`src/verilog/audio_pkg.sv`:
```
`default_nettype none

package audio_pkg;

    typedef logic [23:0] addr_t;
    typedef logic signed [11:0] delta_t;
    typedef logic signed [15:0] sample_t;
    typedef logic [7:0] volume_t;
    typedef logic [23:0] reg_data_t;

    // A volume of 16 passes the sample through unchanged
    localparam int VOLUME_SHIFT = 4;

    typedef enum logic [2:0] {
        REG_START_ADDR   = 3'd0,
        REG_SAMPLE_COUNT = 3'd1,
        REG_LOOP_START   = 3'd2,
        REG_LOOP_END     = 3'd3,
        REG_POSITION     = 3'd4,
        REG_LAST_SAMPLE  = 3'd5,
        REG_VOLUME       = 3'd6,
        REG_FLAGS        = 3'd7
    } reg_sel_t;

    // Written as data bits 3..0 in this order, looping in bit 3
    typedef struct packed {
        logic looping;
        logic playing;
        logic mono;
        logic left;
    } channel_flags_t;

    typedef struct packed {
        addr_t          start_addr;
        addr_t          sample_count;
        addr_t          loop_start;
        addr_t          loop_end;
        volume_t        volume;
        channel_flags_t flags;
    } channel_cfg_t;

    typedef struct packed {
        logic    load_pos;
        addr_t   pos_value;
        logic    load_last;
        sample_t last_value;
    } channel_load_t;

    // Left goes out first, in the upper half
    typedef struct packed {
        sample_t left;
        sample_t right;
    } frame_t;

endpackage

`default_nettype wire

```
`src/verilog/channel_regs.sv`:
```
`timescale 1ns/100ps
`default_nettype none

module channel_regs (
    input  wire logic                   clk_25mhz,
    input  wire logic                   i_arst_n,
    input  wire logic                   i_reg_wr,
    input  wire audio_pkg::reg_sel_t    i_reg_sel,
    input  wire audio_pkg::reg_data_t   i_reg_data,
    output audio_pkg::channel_cfg_t     o_cfg,
    output audio_pkg::channel_load_t    o_load
);

    audio_pkg::channel_cfg_t cfg_q;
    logic                    load_pos_q;
    logic                    load_last_q;
    audio_pkg::addr_t        pos_value_q;
    audio_pkg::sample_t      last_value_q;

    always_ff @(posedge clk_25mhz or negedge i_arst_n) begin
        if (!i_arst_n) begin
            cfg_q       <= '0;
            load_pos_q  <= 1'b0;
            load_last_q <= 1'b0;
        end else begin
            load_pos_q  <= i_reg_wr && (i_reg_sel == audio_pkg::REG_POSITION);
            load_last_q <= i_reg_wr && (i_reg_sel == audio_pkg::REG_LAST_SAMPLE);
            if (i_reg_wr) begin
                case (i_reg_sel)
                    audio_pkg::REG_START_ADDR:   cfg_q.start_addr   <= i_reg_data;
                    audio_pkg::REG_SAMPLE_COUNT: cfg_q.sample_count <= i_reg_data;
                    audio_pkg::REG_LOOP_START:   cfg_q.loop_start   <= i_reg_data;
                    audio_pkg::REG_LOOP_END:     cfg_q.loop_end     <= i_reg_data;
                    audio_pkg::REG_VOLUME:       cfg_q.volume       <= i_reg_data[7:0];
                    audio_pkg::REG_FLAGS: begin
                        cfg_q.flags <= audio_pkg::channel_flags_t'(i_reg_data[3:0]);
                    end
                    // Position and last sample live in the voice
                    default: ;
                endcase
            end
        end
    end

    // Values that ride along with the load pulses
    always_ff @(posedge clk_25mhz) begin
        if (i_reg_wr && (i_reg_sel == audio_pkg::REG_POSITION)) begin
            pos_value_q <= i_reg_data;
        end
        if (i_reg_wr && (i_reg_sel == audio_pkg::REG_LAST_SAMPLE)) begin
            last_value_q <= audio_pkg::sample_t'(i_reg_data[15:0]);
        end
    end

    assign o_cfg             = cfg_q;
    assign o_load.load_pos   = load_pos_q;
    assign o_load.pos_value  = pos_value_q;
    assign o_load.load_last  = load_last_q;
    assign o_load.last_value = last_value_q;

    // The voice applies at most one override per cycle
    a_single_load: assert property (
        @(posedge clk_25mhz) disable iff (!i_arst_n)
        !(o_load.load_pos && o_load.load_last)
    );

endmodule

`default_nettype wire

```
`src/verilog/channel_voice.sv`:
```
`timescale 1ns/100ps
`default_nettype none

module channel_voice (
    input  wire logic                     clk_25mhz,
    input  wire logic                     i_arst_n,
    input  wire audio_pkg::channel_cfg_t  i_cfg,
    input  wire audio_pkg::channel_load_t i_load,
    input  wire logic                     i_frame_start,
    output logic                          o_sample_rd,
    output audio_pkg::addr_t              o_sample_addr,
    input  wire audio_pkg::delta_t        i_sample_delta,
    output audio_pkg::frame_t             o_frame
);

    audio_pkg::addr_t   position;
    audio_pkg::addr_t   pos_inc;
    audio_pkg::addr_t   pos_next;
    audio_pkg::sample_t last_sample;
    audio_pkg::sample_t acc_sat;
    audio_pkg::sample_t scaled;
    audio_pkg::frame_t  frame_q;
    audio_pkg::frame_t  frame_next;
    logic               rd_q;
    logic               scale_q;
    logic signed [16:0] acc_sum;
    logic signed [24:0] product;
    logic signed [24:0] shifted;

    // Fetch goes out in the frame start cycle itself
    assign o_sample_rd   = i_frame_start && i_cfg.flags.playing;
    assign o_sample_addr = i_cfg.start_addr + position;

    // The memory answers one cycle after the read
    assign acc_sum = {last_sample[15], last_sample}
                   + {{5{i_sample_delta[11]}}, i_sample_delta};

    always_comb begin
        if (acc_sum > 17'sd32767) begin
            acc_sat = 16'sh7fff;
        end else if (acc_sum < -17'sd32768) begin
            acc_sat = 16'sh8000;
        end else begin
            acc_sat = acc_sum[15:0];
        end
    end

    always_comb begin
        pos_inc = position + 1'b1;
        if (i_cfg.flags.looping) begin
            pos_next = (position == i_cfg.loop_end) ? i_cfg.loop_start : pos_inc;
        end else begin
            // Sits on the final sample once the count is used up
            pos_next = (pos_inc >= i_cfg.sample_count) ? position : pos_inc;
        end
    end

    assign product = last_sample * $signed({1'b0, i_cfg.volume});
    assign shifted = product >>> audio_pkg::VOLUME_SHIFT;

    always_comb begin
        if (shifted > 25'sd32767) begin
            scaled = 16'sh7fff;
        end else if (shifted < -25'sd32768) begin
            scaled = 16'sh8000;
        end else begin
            scaled = shifted[15:0];
        end
    end

    always_comb begin
        if (i_cfg.flags.mono) begin
            frame_next.left  = scaled;
            frame_next.right = scaled;
        end else if (i_cfg.flags.left) begin
            frame_next.left  = scaled;
            frame_next.right = '0;
        end else begin
            frame_next.left  = '0;
            frame_next.right = scaled;
        end
    end

    always_ff @(posedge clk_25mhz or negedge i_arst_n) begin
        if (!i_arst_n) begin
            rd_q        <= 1'b0;
            scale_q     <= 1'b0;
            position    <= '0;
            last_sample <= '0;
            frame_q     <= '0;
        end else begin
            rd_q    <= o_sample_rd;
            scale_q <= rd_q;
            // Host overrides win over the per-frame update
            if (i_load.load_pos) begin
                position <= i_load.pos_value;
            end else if (rd_q) begin
                position <= pos_next;
            end
            if (i_load.load_last) begin
                last_sample <= i_load.last_value;
            end else if (rd_q) begin
                last_sample <= acc_sat;
            end
            if (scale_q) begin
                frame_q <= frame_next;
            end
        end
    end

    assign o_frame = frame_q;

    // Reads come one per frame start, never while the previous fetch is in flight
    a_read_on_frame: assert property (
        @(posedge clk_25mhz) disable iff (!i_arst_n)
        o_sample_rd |-> i_frame_start && !rd_q && !scale_q
    );

endmodule

`default_nettype wire

```
`src/verilog/i2s_serializer.sv`:
```
`timescale 1ns/100ps
`default_nettype none

module i2s_serializer #(
    parameter int BCLK_HALF = 12
) (
    input  wire logic              clk_25mhz,
    input  wire logic              i_arst_n,
    input  wire audio_pkg::frame_t i_frame,
    output logic                   o_frame_start,
    output logic                   o_bclk,
    output logic                   o_lrclk,
    output logic                   o_din
);

    localparam int DIV_W = (BCLK_HALF > 1) ? $clog2(BCLK_HALF) : 1;

    typedef enum logic {
        LEFT_SLOT  = 1'b0,
        RIGHT_SLOT = 1'b1
    } slot_state_t;

    slot_state_t      state;
    logic [DIV_W-1:0] div_cnt;
    logic [4:0]       bit_cnt;
    logic [31:0]      shift_q;
    logic             bclk_q;
    logic             frame_start_q;
    logic             half_tick;
    logic             bclk_fall;

    assign half_tick = (div_cnt == DIV_W'(BCLK_HALF - 1));
    assign bclk_fall = half_tick && bclk_q;

    always_ff @(posedge clk_25mhz or negedge i_arst_n) begin
        if (!i_arst_n) begin
            div_cnt       <= '0;
            bclk_q        <= 1'b0;
            // Starts on the last bit so the first falling edge opens a frame
            bit_cnt       <= 5'd31;
            state         <= LEFT_SLOT;
            shift_q       <= '0;
            frame_start_q <= 1'b0;
        end else begin
            frame_start_q <= 1'b0;
            if (half_tick) begin
                div_cnt <= '0;
                bclk_q  <= ~bclk_q;
            end else begin
                div_cnt <= div_cnt + 1'b1;
            end
            if (bclk_fall) begin
                bit_cnt <= bit_cnt + 1'b1;
                if (bit_cnt == 5'd31) begin
                    shift_q       <= i_frame;
                    state         <= LEFT_SLOT;
                    frame_start_q <= 1'b1;
                end else begin
                    shift_q <= {shift_q[30:0], 1'b0};
                    if (bit_cnt == 5'd15) begin
                        state <= RIGHT_SLOT;
                    end
                end
            end
        end
    end

    assign o_bclk        = bclk_q;
    assign o_lrclk       = (state == RIGHT_SLOT);
    assign o_din         = shift_q[31];
    assign o_frame_start = frame_start_q;

    a_lrclk_on_fall: assert property (
        @(posedge clk_25mhz) disable iff (!i_arst_n)
        $changed(o_lrclk) |-> $fell(o_bclk)
    );

endmodule

`default_nettype wire

```
`src/verilog/audio_channel_top.sv`:
```
`timescale 1ns/100ps
`default_nettype none

module audio_channel_top #(
    parameter int BCLK_HALF = 12
) (
    input  wire logic                 clk_25mhz,
    input  wire logic                 i_arst_n,
    input  wire logic                 i_reg_wr,
    input  wire audio_pkg::reg_sel_t  i_reg_sel,
    input  wire audio_pkg::reg_data_t i_reg_data,
    output logic                      o_sample_rd,
    output audio_pkg::addr_t          o_sample_addr,
    input  wire audio_pkg::delta_t    i_sample_delta,
    output logic                      o_bclk,
    output logic                      o_lrclk,
    output logic                      o_din
);

    audio_pkg::channel_cfg_t  cfg;
    audio_pkg::channel_load_t load;
    audio_pkg::frame_t        frame;
    logic                     frame_start;

    channel_regs i_channel_regs (
        .clk_25mhz  (clk_25mhz),
        .i_arst_n   (i_arst_n),
        .i_reg_wr   (i_reg_wr),
        .i_reg_sel  (i_reg_sel),
        .i_reg_data (i_reg_data),
        .o_cfg      (cfg),
        .o_load     (load)
    );

    channel_voice i_channel_voice (
        .clk_25mhz      (clk_25mhz),
        .i_arst_n       (i_arst_n),
        .i_cfg          (cfg),
        .i_load         (load),
        .i_frame_start  (frame_start),
        .o_sample_rd    (o_sample_rd),
        .o_sample_addr  (o_sample_addr),
        .i_sample_delta (i_sample_delta),
        .o_frame        (frame)
    );

    i2s_serializer #(
        .BCLK_HALF (BCLK_HALF)
    ) i_i2s_serializer (
        .clk_25mhz     (clk_25mhz),
        .i_arst_n      (i_arst_n),
        .i_frame       (frame),
        .o_frame_start (frame_start),
        .o_bclk        (o_bclk),
        .o_lrclk       (o_lrclk),
        .o_din         (o_din)
    );

endmodule

`default_nettype wire

```
`config.mk`:
```
export PLATFORM = sky130hd
export DESIGN_NAME = audio_channel_top
export DESIGN_NICKNAME = d
export VERILOG_FILES = /design/src/verilog/audio_pkg.sv /design/src/verilog/channel_regs.sv /design/src/verilog/channel_voice.sv /design/src/verilog/i2s_serializer.sv /design/src/verilog/audio_channel_top.sv
export SDC_FILE = /design/constraint.sdc
export NUM_CORES = 1
export LEC_CHECK = 0
export ABC_CLOCK_PERIOD_IN_PS = 12300
export BUFFER_PORTS_ARGS = -buffer_cell sky130_fd_sc_hd__buf_4
export CAP_MARGIN = 20
export CELL_PAD_IN_SITES_DETAIL_PLACEMENT = 2
export CELL_PAD_IN_SITES_GLOBAL_PLACEMENT = 2
export CORE_MARGIN = 10
export CORE_UTILIZATION = 40
export DETAILED_ROUTE_END_ITERATION = 7
export GPL_TIMING_DRIVEN = 0
export PLACE_DENSITY = 0.87
export REMOVE_ABC_BUFFERS = 1
export SLEW_MARGIN = 20
export SYNTH_ARGS = -nofsm -noshare
export SYNTH_HDL_FRONTEND = slang
export SYNTH_SLANG_ARGS = --single-unit
```
`constraint.sdc`:
```
create_clock -name clk_25mhz -period 12.3 [get_ports clk_25mhz]
set_input_delay 1.23 -clock clk_25mhz [delete_from_list [all_inputs] [get_ports clk_25mhz]]
set_output_delay 1.23 -clock clk_25mhz [all_outputs]
set_load 0.01 [all_outputs]
```
### Word level (Yosys, flattened, before mapping)

Cells that the tools add are included.

| operators by class | value |
|---|---|
| $add $sub $neg | 5 |
| multipliers | 1 |
| $lt $le $gt $ge | 5 |
| eq/ne operators | 12 |
| muxes and demuxes | 19 |
| bitwise operators | 1 |
| reduce and logical (&&, ||, !) cells | 16 |

Operators with widths:

| kind | count |
|---|---|
| 24-bit 2-to-1 mux | 5 |
| 16-bit 2-to-1 mux | 6 |
| 32-bit 2-to-1 mux | 3 |
| 16-bit by 9-bit multiplier with 25-bit output | 1 |
| 24-bit by 1-bit adder with 24-bit output, second input constant | 1 |
| 24-bit adder | 1 |
| 24-bit == test | 1 |
| 24-bit >= comparator | 1 |
| 21-bit by 16-bit > comparator with 1-bit output, second input constant | 1 |
| 21-bit by 16-bit < comparator with 1-bit output, second input constant | 1 |
| 16-bit by 12-bit adder with 17-bit output | 1 |
| 17-bit by 16-bit > comparator with 1-bit output, second input constant | 1 |
| 17-bit by 16-bit < comparator with 1-bit output, second input constant | 1 |
| 2-bit AND reduction | 8 |
| 3-bit == test, second input constant | 4 |
| 3-bit by 2-bit == test with 1-bit output, second input constant | 2 |
| 2-bit nonzero test | 3 |
| 5-bit by 1-bit adder with 5-bit output, second input constant | 1 |
| 5-bit by 4-bit == test with 1-bit output, second input constant | 1 |
| 5-bit == test, second input constant | 1 |
| 4-bit by 1-bit adder with 4-bit output, second input constant | 1 |
| 4-bit == test, second input constant | 1 |
| 1-bit logical AND | 4 |
| 1-bit 2-to-1 mux | 4 |
| other kinds (5) | 5 |

| storage, ports and cells | value |
|---|---|
| register bits after elaboration | 268 |
| input bits | 42 |
| output and inout bits | 28 |

### Depth between registers and ports, before layout

| depth | value |
|---|---|
| word-level depth | 6 |
| depth in mapped cells | 23 |

### Modules after synthesis

A second synthesis with hierarchy kept.

| unflattened totals | value |
|---|---|
| cells, all modules | 1,832 |
| area, all modules | 19,177.1 um^2 |

By module, submodules not included:

| module | instances | cells an instance | area an instance (um^2) |
|---|---|---|---|
| channel_voice | 1 | 1,365 | 11,775.0 |
| channel_regs | 1 | 283 | 5,390.2 |
| i2s_serializer | 1 | 184 | 2,011.9 |

### Least setup slack after synthesis

OpenSTA, ideal clock, no wires.

| path | value |
|---|---|
| path kind | register -> register |
| from | reg i_channel_regs.cfg_q, in the netlist i_channel_regs.o_cfg[6] |
| to | reg i_channel_voice.frame_q, in the netlist i_channel_voice.o_frame[27] |
| library setup time | 0.072 ns |
| arrival time | 5.429 ns |
| setup slack | 6.799 ns |
| stages on the path, launching flop included | 22 |
| cells stage by stage | dfrtp_1 -> clkbuf_1 -> clkbuf_1 -> nand2_1 -> fa_1 -> inv_1 -> fa_1 -> inv_1 -> fa_1 -> fa_1 -> inv_1 -> ha_1 -> o21a_1 -> o31a_1 -> o221a_2 -> o2111ai_1 -> a311oi_1 -> mux2_2 -> a21oi_1 -> buf_2 -> nand2_1 -> nand3_1 |

| between the ends | value |
|---|---|
| longest elaborated chain between the ends | 6 |
| elaborated cells on any way between the ends | 7 |

Ends and longest elaborated chain:

| item | line | RTL |
|---|---|---|
| start, declared | channel_regs.sv:14 | `audio_pkg::channel_cfg_t cfg_q;` |
| 16-bit by 9-bit multiplier with 25-bit output (*) | channel_voice.sv:58 | `assign product = last_sample * $signed({1'b0, i_cfg.volume});` |
| 21-bit by 16-bit < comparator with 1-bit output | channel_voice.sv:64 | `end else if (shifted < -25'sd32768) begin` |
| 16-bit 2-to-1 mux | channel_voice.sv:64 |  |
| 16-bit 2-to-1 mux (*) | channel_voice.sv:62 | `if (shifted > 25'sd32767) begin` |
| 32-bit 2-to-1 mux | channel_voice.sv:75 | `end else if (i_cfg.flags.left) begin` |
| 32-bit 2-to-1 mux (*) | channel_voice.sv:72 | `if (i_cfg.flags.mono) begin` |
| end signal, assigned | channel_voice.sv:106 | `frame_q <= frame_next;` |
| end, declared | channel_voice.sv:22 | `audio_pkg::frame_t frame_q;` |

Mark *: on every way between the ends. The rest lies on a longest branch, timed or not.
A chain may end at the register's enable or synchronous reset.

### Final worst setup path

| path | value |
|---|---|
| from | reg i_channel_regs.cfg_q, in the netlist i_channel_regs.o_cfg[4] |
| to | reg i_channel_voice.frame_q, in the netlist i_channel_voice.o_frame[26] |

Same word-level chain as after synthesis.

==> results.toml <==
[place]
hpwl_um = 44500
port_buffers = 69
placed_cells = 2453
place_area_um2 = 19900
gp_congestion = 0.825

[clock_network]
cts-hold-fix-buffers = 0
cts.sinks = 268
numCtsBuffers = 31
clkTransAtPathRegs_ps = 70
cts-root-buf = "clkbuf_16"
clock_latency_ps = 610
postCtsSetupBuffers = 0
cts_tree = "yes"
htreeDepth = 1
cts_resized = 0
clock_path_buffers = 3

[synthesis]
synth_edf_count = 40
async_flop_share_pct = 85.1
yosysUniqueCellTypes = 66
synth_warnings = 0
synth_cells = 1842
synth-seq-cells = 268
seq_area_frac_synth_pct = 37.3
synth_flop_cell = "dfrtp_1"
synth_area_um2 = 18500
avgSynthCellArea_um2 = 10.1

[timing]
setup_viol = 0
tightest_slew_ps = 996
min_period_ps = 7190
fin_crit_sh_pct = 58.5
drv_slew = 0
skew_ps = 24.0
fmax_ghz = 0.139
fin_tns_setup_ps = 0
hold_viol = 0
grt_setup_unrepaired = "false"
slew_headroom_pct = 31.9

[global_route]
grt_antenna_before_repair = 1
track_usage_pct = 22.1
grt_pass1_wl_um = 98800
grt_pass1_vias = 17100
grt_max_degree = 92
overflow = 0

[die]
die_h_um = 235
num_rows = 78
coreArea_um2 = 45600
die_area_um2 = 55300
ioPinCount = 70
start_util_pct = 40.7
die_width_um = 235

[critical_path]
cp_common_cell = "fa_1"
path_buf_inv = 1
required_ps = 12740
crit_path_end_kind = "flip-flop"
worstSetupStartpointType = "flip-flop"
cp_slowest_stage_delay_ps = 770
crit_arrival_ps = 7630
crit_path_cell_trace = "nand2_1, fa_1, inv_1, fa_1, fa_1, fa_1, ha_1, nand4_1, nor2_1, o311ai_0, and2_1, a311o_1, nor3_1, nand3_1, nand2_1, nand3_1"
cp_max_fo = 21
critPathKind = "flip-flop to flip-flop"
cpMaxStageDelayCell = "dfrtp_1"
critical-path-top-delay-family = "simple AND/OR/NAND/NOR gates"

[outcome]
status = "finished, final reports clean"

[min_path]
hp-class = "flip-flop to flip-flop"

[drt]
wl_per_cell_um = 24.5
drtPass1Iterations = 5
totalWireLength_um = 61500
ant_nets = 0
vias = 14200
drc = 0
drt_iter0_drc = 877
via_per_inst = 5.66

[final_layout]
stdcell_area_um2 = 20900
fin_cells = 2511
final_core_util_pct = 45.8
nNetsFinal = 2147
diodes = 0
layout-drive-gt1-share_pct = 13.3
areaGrowthSynthToFinish_pct = 12.6

[job]
maxCapViolCount = 0
flip-flops by register name, indices dropped and copies added (netlist names):
signal                          count
i_channel_regs.last_value_q        16
i_channel_regs.load_last_q          1
i_channel_regs.load_pos_q           1
i_channel_regs.o_cfg              108
i_channel_regs.pos_value_q         24
i_channel_voice.last_sample        16
i_channel_voice.o_frame            32
i_channel_voice.position           24
i_channel_voice.rd_q                1
i_channel_voice.scale_q             1
i_i2s_serializer.bit_cnt            5
i_i2s_serializer.div_cnt            4
i_i2s_serializer.o_bclk             1
i_i2s_serializer.o_frame_start      1
i_i2s_serializer.o_lrclk            1
i_i2s_serializer.shift_q           32
path summary, 6_finish.rpt:
kind                                                  start                             end  slack, ps  cells past startpoint
worst max-delay path                i_channel_regs.o_cfg[4]     i_channel_voice.o_frame[26]       5110                     16
worst min-delay path            i_i2s_serializer.div_cnt[0]     i_i2s_serializer.div_cnt[0]        470                      1
worst max register to register      i_channel_regs.o_cfg[4]     i_channel_voice.o_frame[26]       5110                     16
worst min register to register  i_i2s_serializer.div_cnt[0]     i_i2s_serializer.div_cnt[0]        470                      1
max in group asynchronous                          i_arst_n  i_channel_voice.last_sample[5]      10400                      3
min in group asynchronous                          i_arst_n     i_i2s_serializer.shift_q[3]        550                      1
per-stage QoR:
stage | worst slack, ps | hold slack [ps]
after floorplan | 6700 | 428
after global placement | 4320 | 438
after detailed placement | 5000 | 469
after CTS | 4920 | 481
after global routing | 4580 | 501
final | 5110 | 472
final cells by class:
class | instances | area [um2]
clock buffer | 43 | 861
clock inverter | 15 | 140
fill | 4672 | 24700
inverter | 206 | 773
multi-input combinational | 1289 | 10600
sequential | 268 | 6910
tap | 600 | 751
timing repair buffer | 90 | 820
synthesized netlist by cell type, types with 17 or more instances:
cell / n / area (um2)
nand4_1: 17 / 106
mux2i_1: 50 / 500
edfxtp_1: 40 / 1200
dfrtp_1: 223 / 5580
inv_1: 206 / 773
nor2_1: 51 / 191
and2_1: 75 / 469
o311ai_0: 22 / 193
or3_1: 19 / 119
a21o_1: 32 / 240
o2bb2ai_1: 23 / 201
o21ai_0: 106 / 531
nand3_1: 36 / 180
nand3b_1: 18 / 135
fa_1: 104 / 2080
ha_1: 115 / 1440
nand2_1: 201 / 754
xnor2_1: 71 / 622
clkbuf_1: 71 / 267
a21oi_1: 94 / 470
mux2_2: 85 / 957
xor2_1: 30 / 263
cells by family (layout without fill, tap and decap cells):
logic type / count (synthesis) / count (layout) / synth area share, %
AOI/OAI and AO/OA: 350 / 350 / 12.3
xor gates and xnor gates: 101 / 101 / 4.77
adders and majority gates: 219 / 219 / 19.0
buffers and inverters: 285 / 354 / 5.84
DFF: 268 / 268 / 37.3
muxes: 135 / 135 / 7.87
and+or+nand+nor: 484 / 484 / 12.9
cell usage in the layout (no fill, tap or decap), types with 5 or more instances in the layout:
master     Yosys  routed
xor2_1        30      30
nor2b_1       10      10
ha_1         115     114
mux2i_1       50      50
dfstp_2        5       5
fa_1         104     104
or2_2          6       6
clkinv_2       0       9
o21ai_0      106     105
xnor2_1       71      71
dfrtp_1      223     222
a21oi_1       94      92
buf_6          1       7
buf_4          0      74
nand2b_1      12      12
edfxtp_1      40      40
clkbuf_16      0      31
nand4_1       17      17
a211o_1        5       5
o311ai_0      22      22
and3_1        12      12
nand3b_1      18      18
o31ai_1        6       6
and2_1        75      75
mux2_2        85      85
a211oi_1       7       7
or3_1         19      19
nor2_1        51      48
a21o_1        32      32
nor4_1         6       5
nand2_1      201     201
o2bb2ai_1     23      23
o21a_1        12      12
nor3_1         9       7
inv_1        206     205
clkbuf_1      71       8
nand3_1       36      35
layer usage:
metal	up-vias	global-route usage, %	part of all wire, %
met2	244	42.0	54
met1	7461	24.6	40
met3	138	2.69	2.5
li1	6378	-	-
met4	0	7.96	3.6
met5	-	0	0
Power is left out: the tool's default activity adds up to more than one toggle a clock period on the data nets, which glitch-free logic cannot reach.
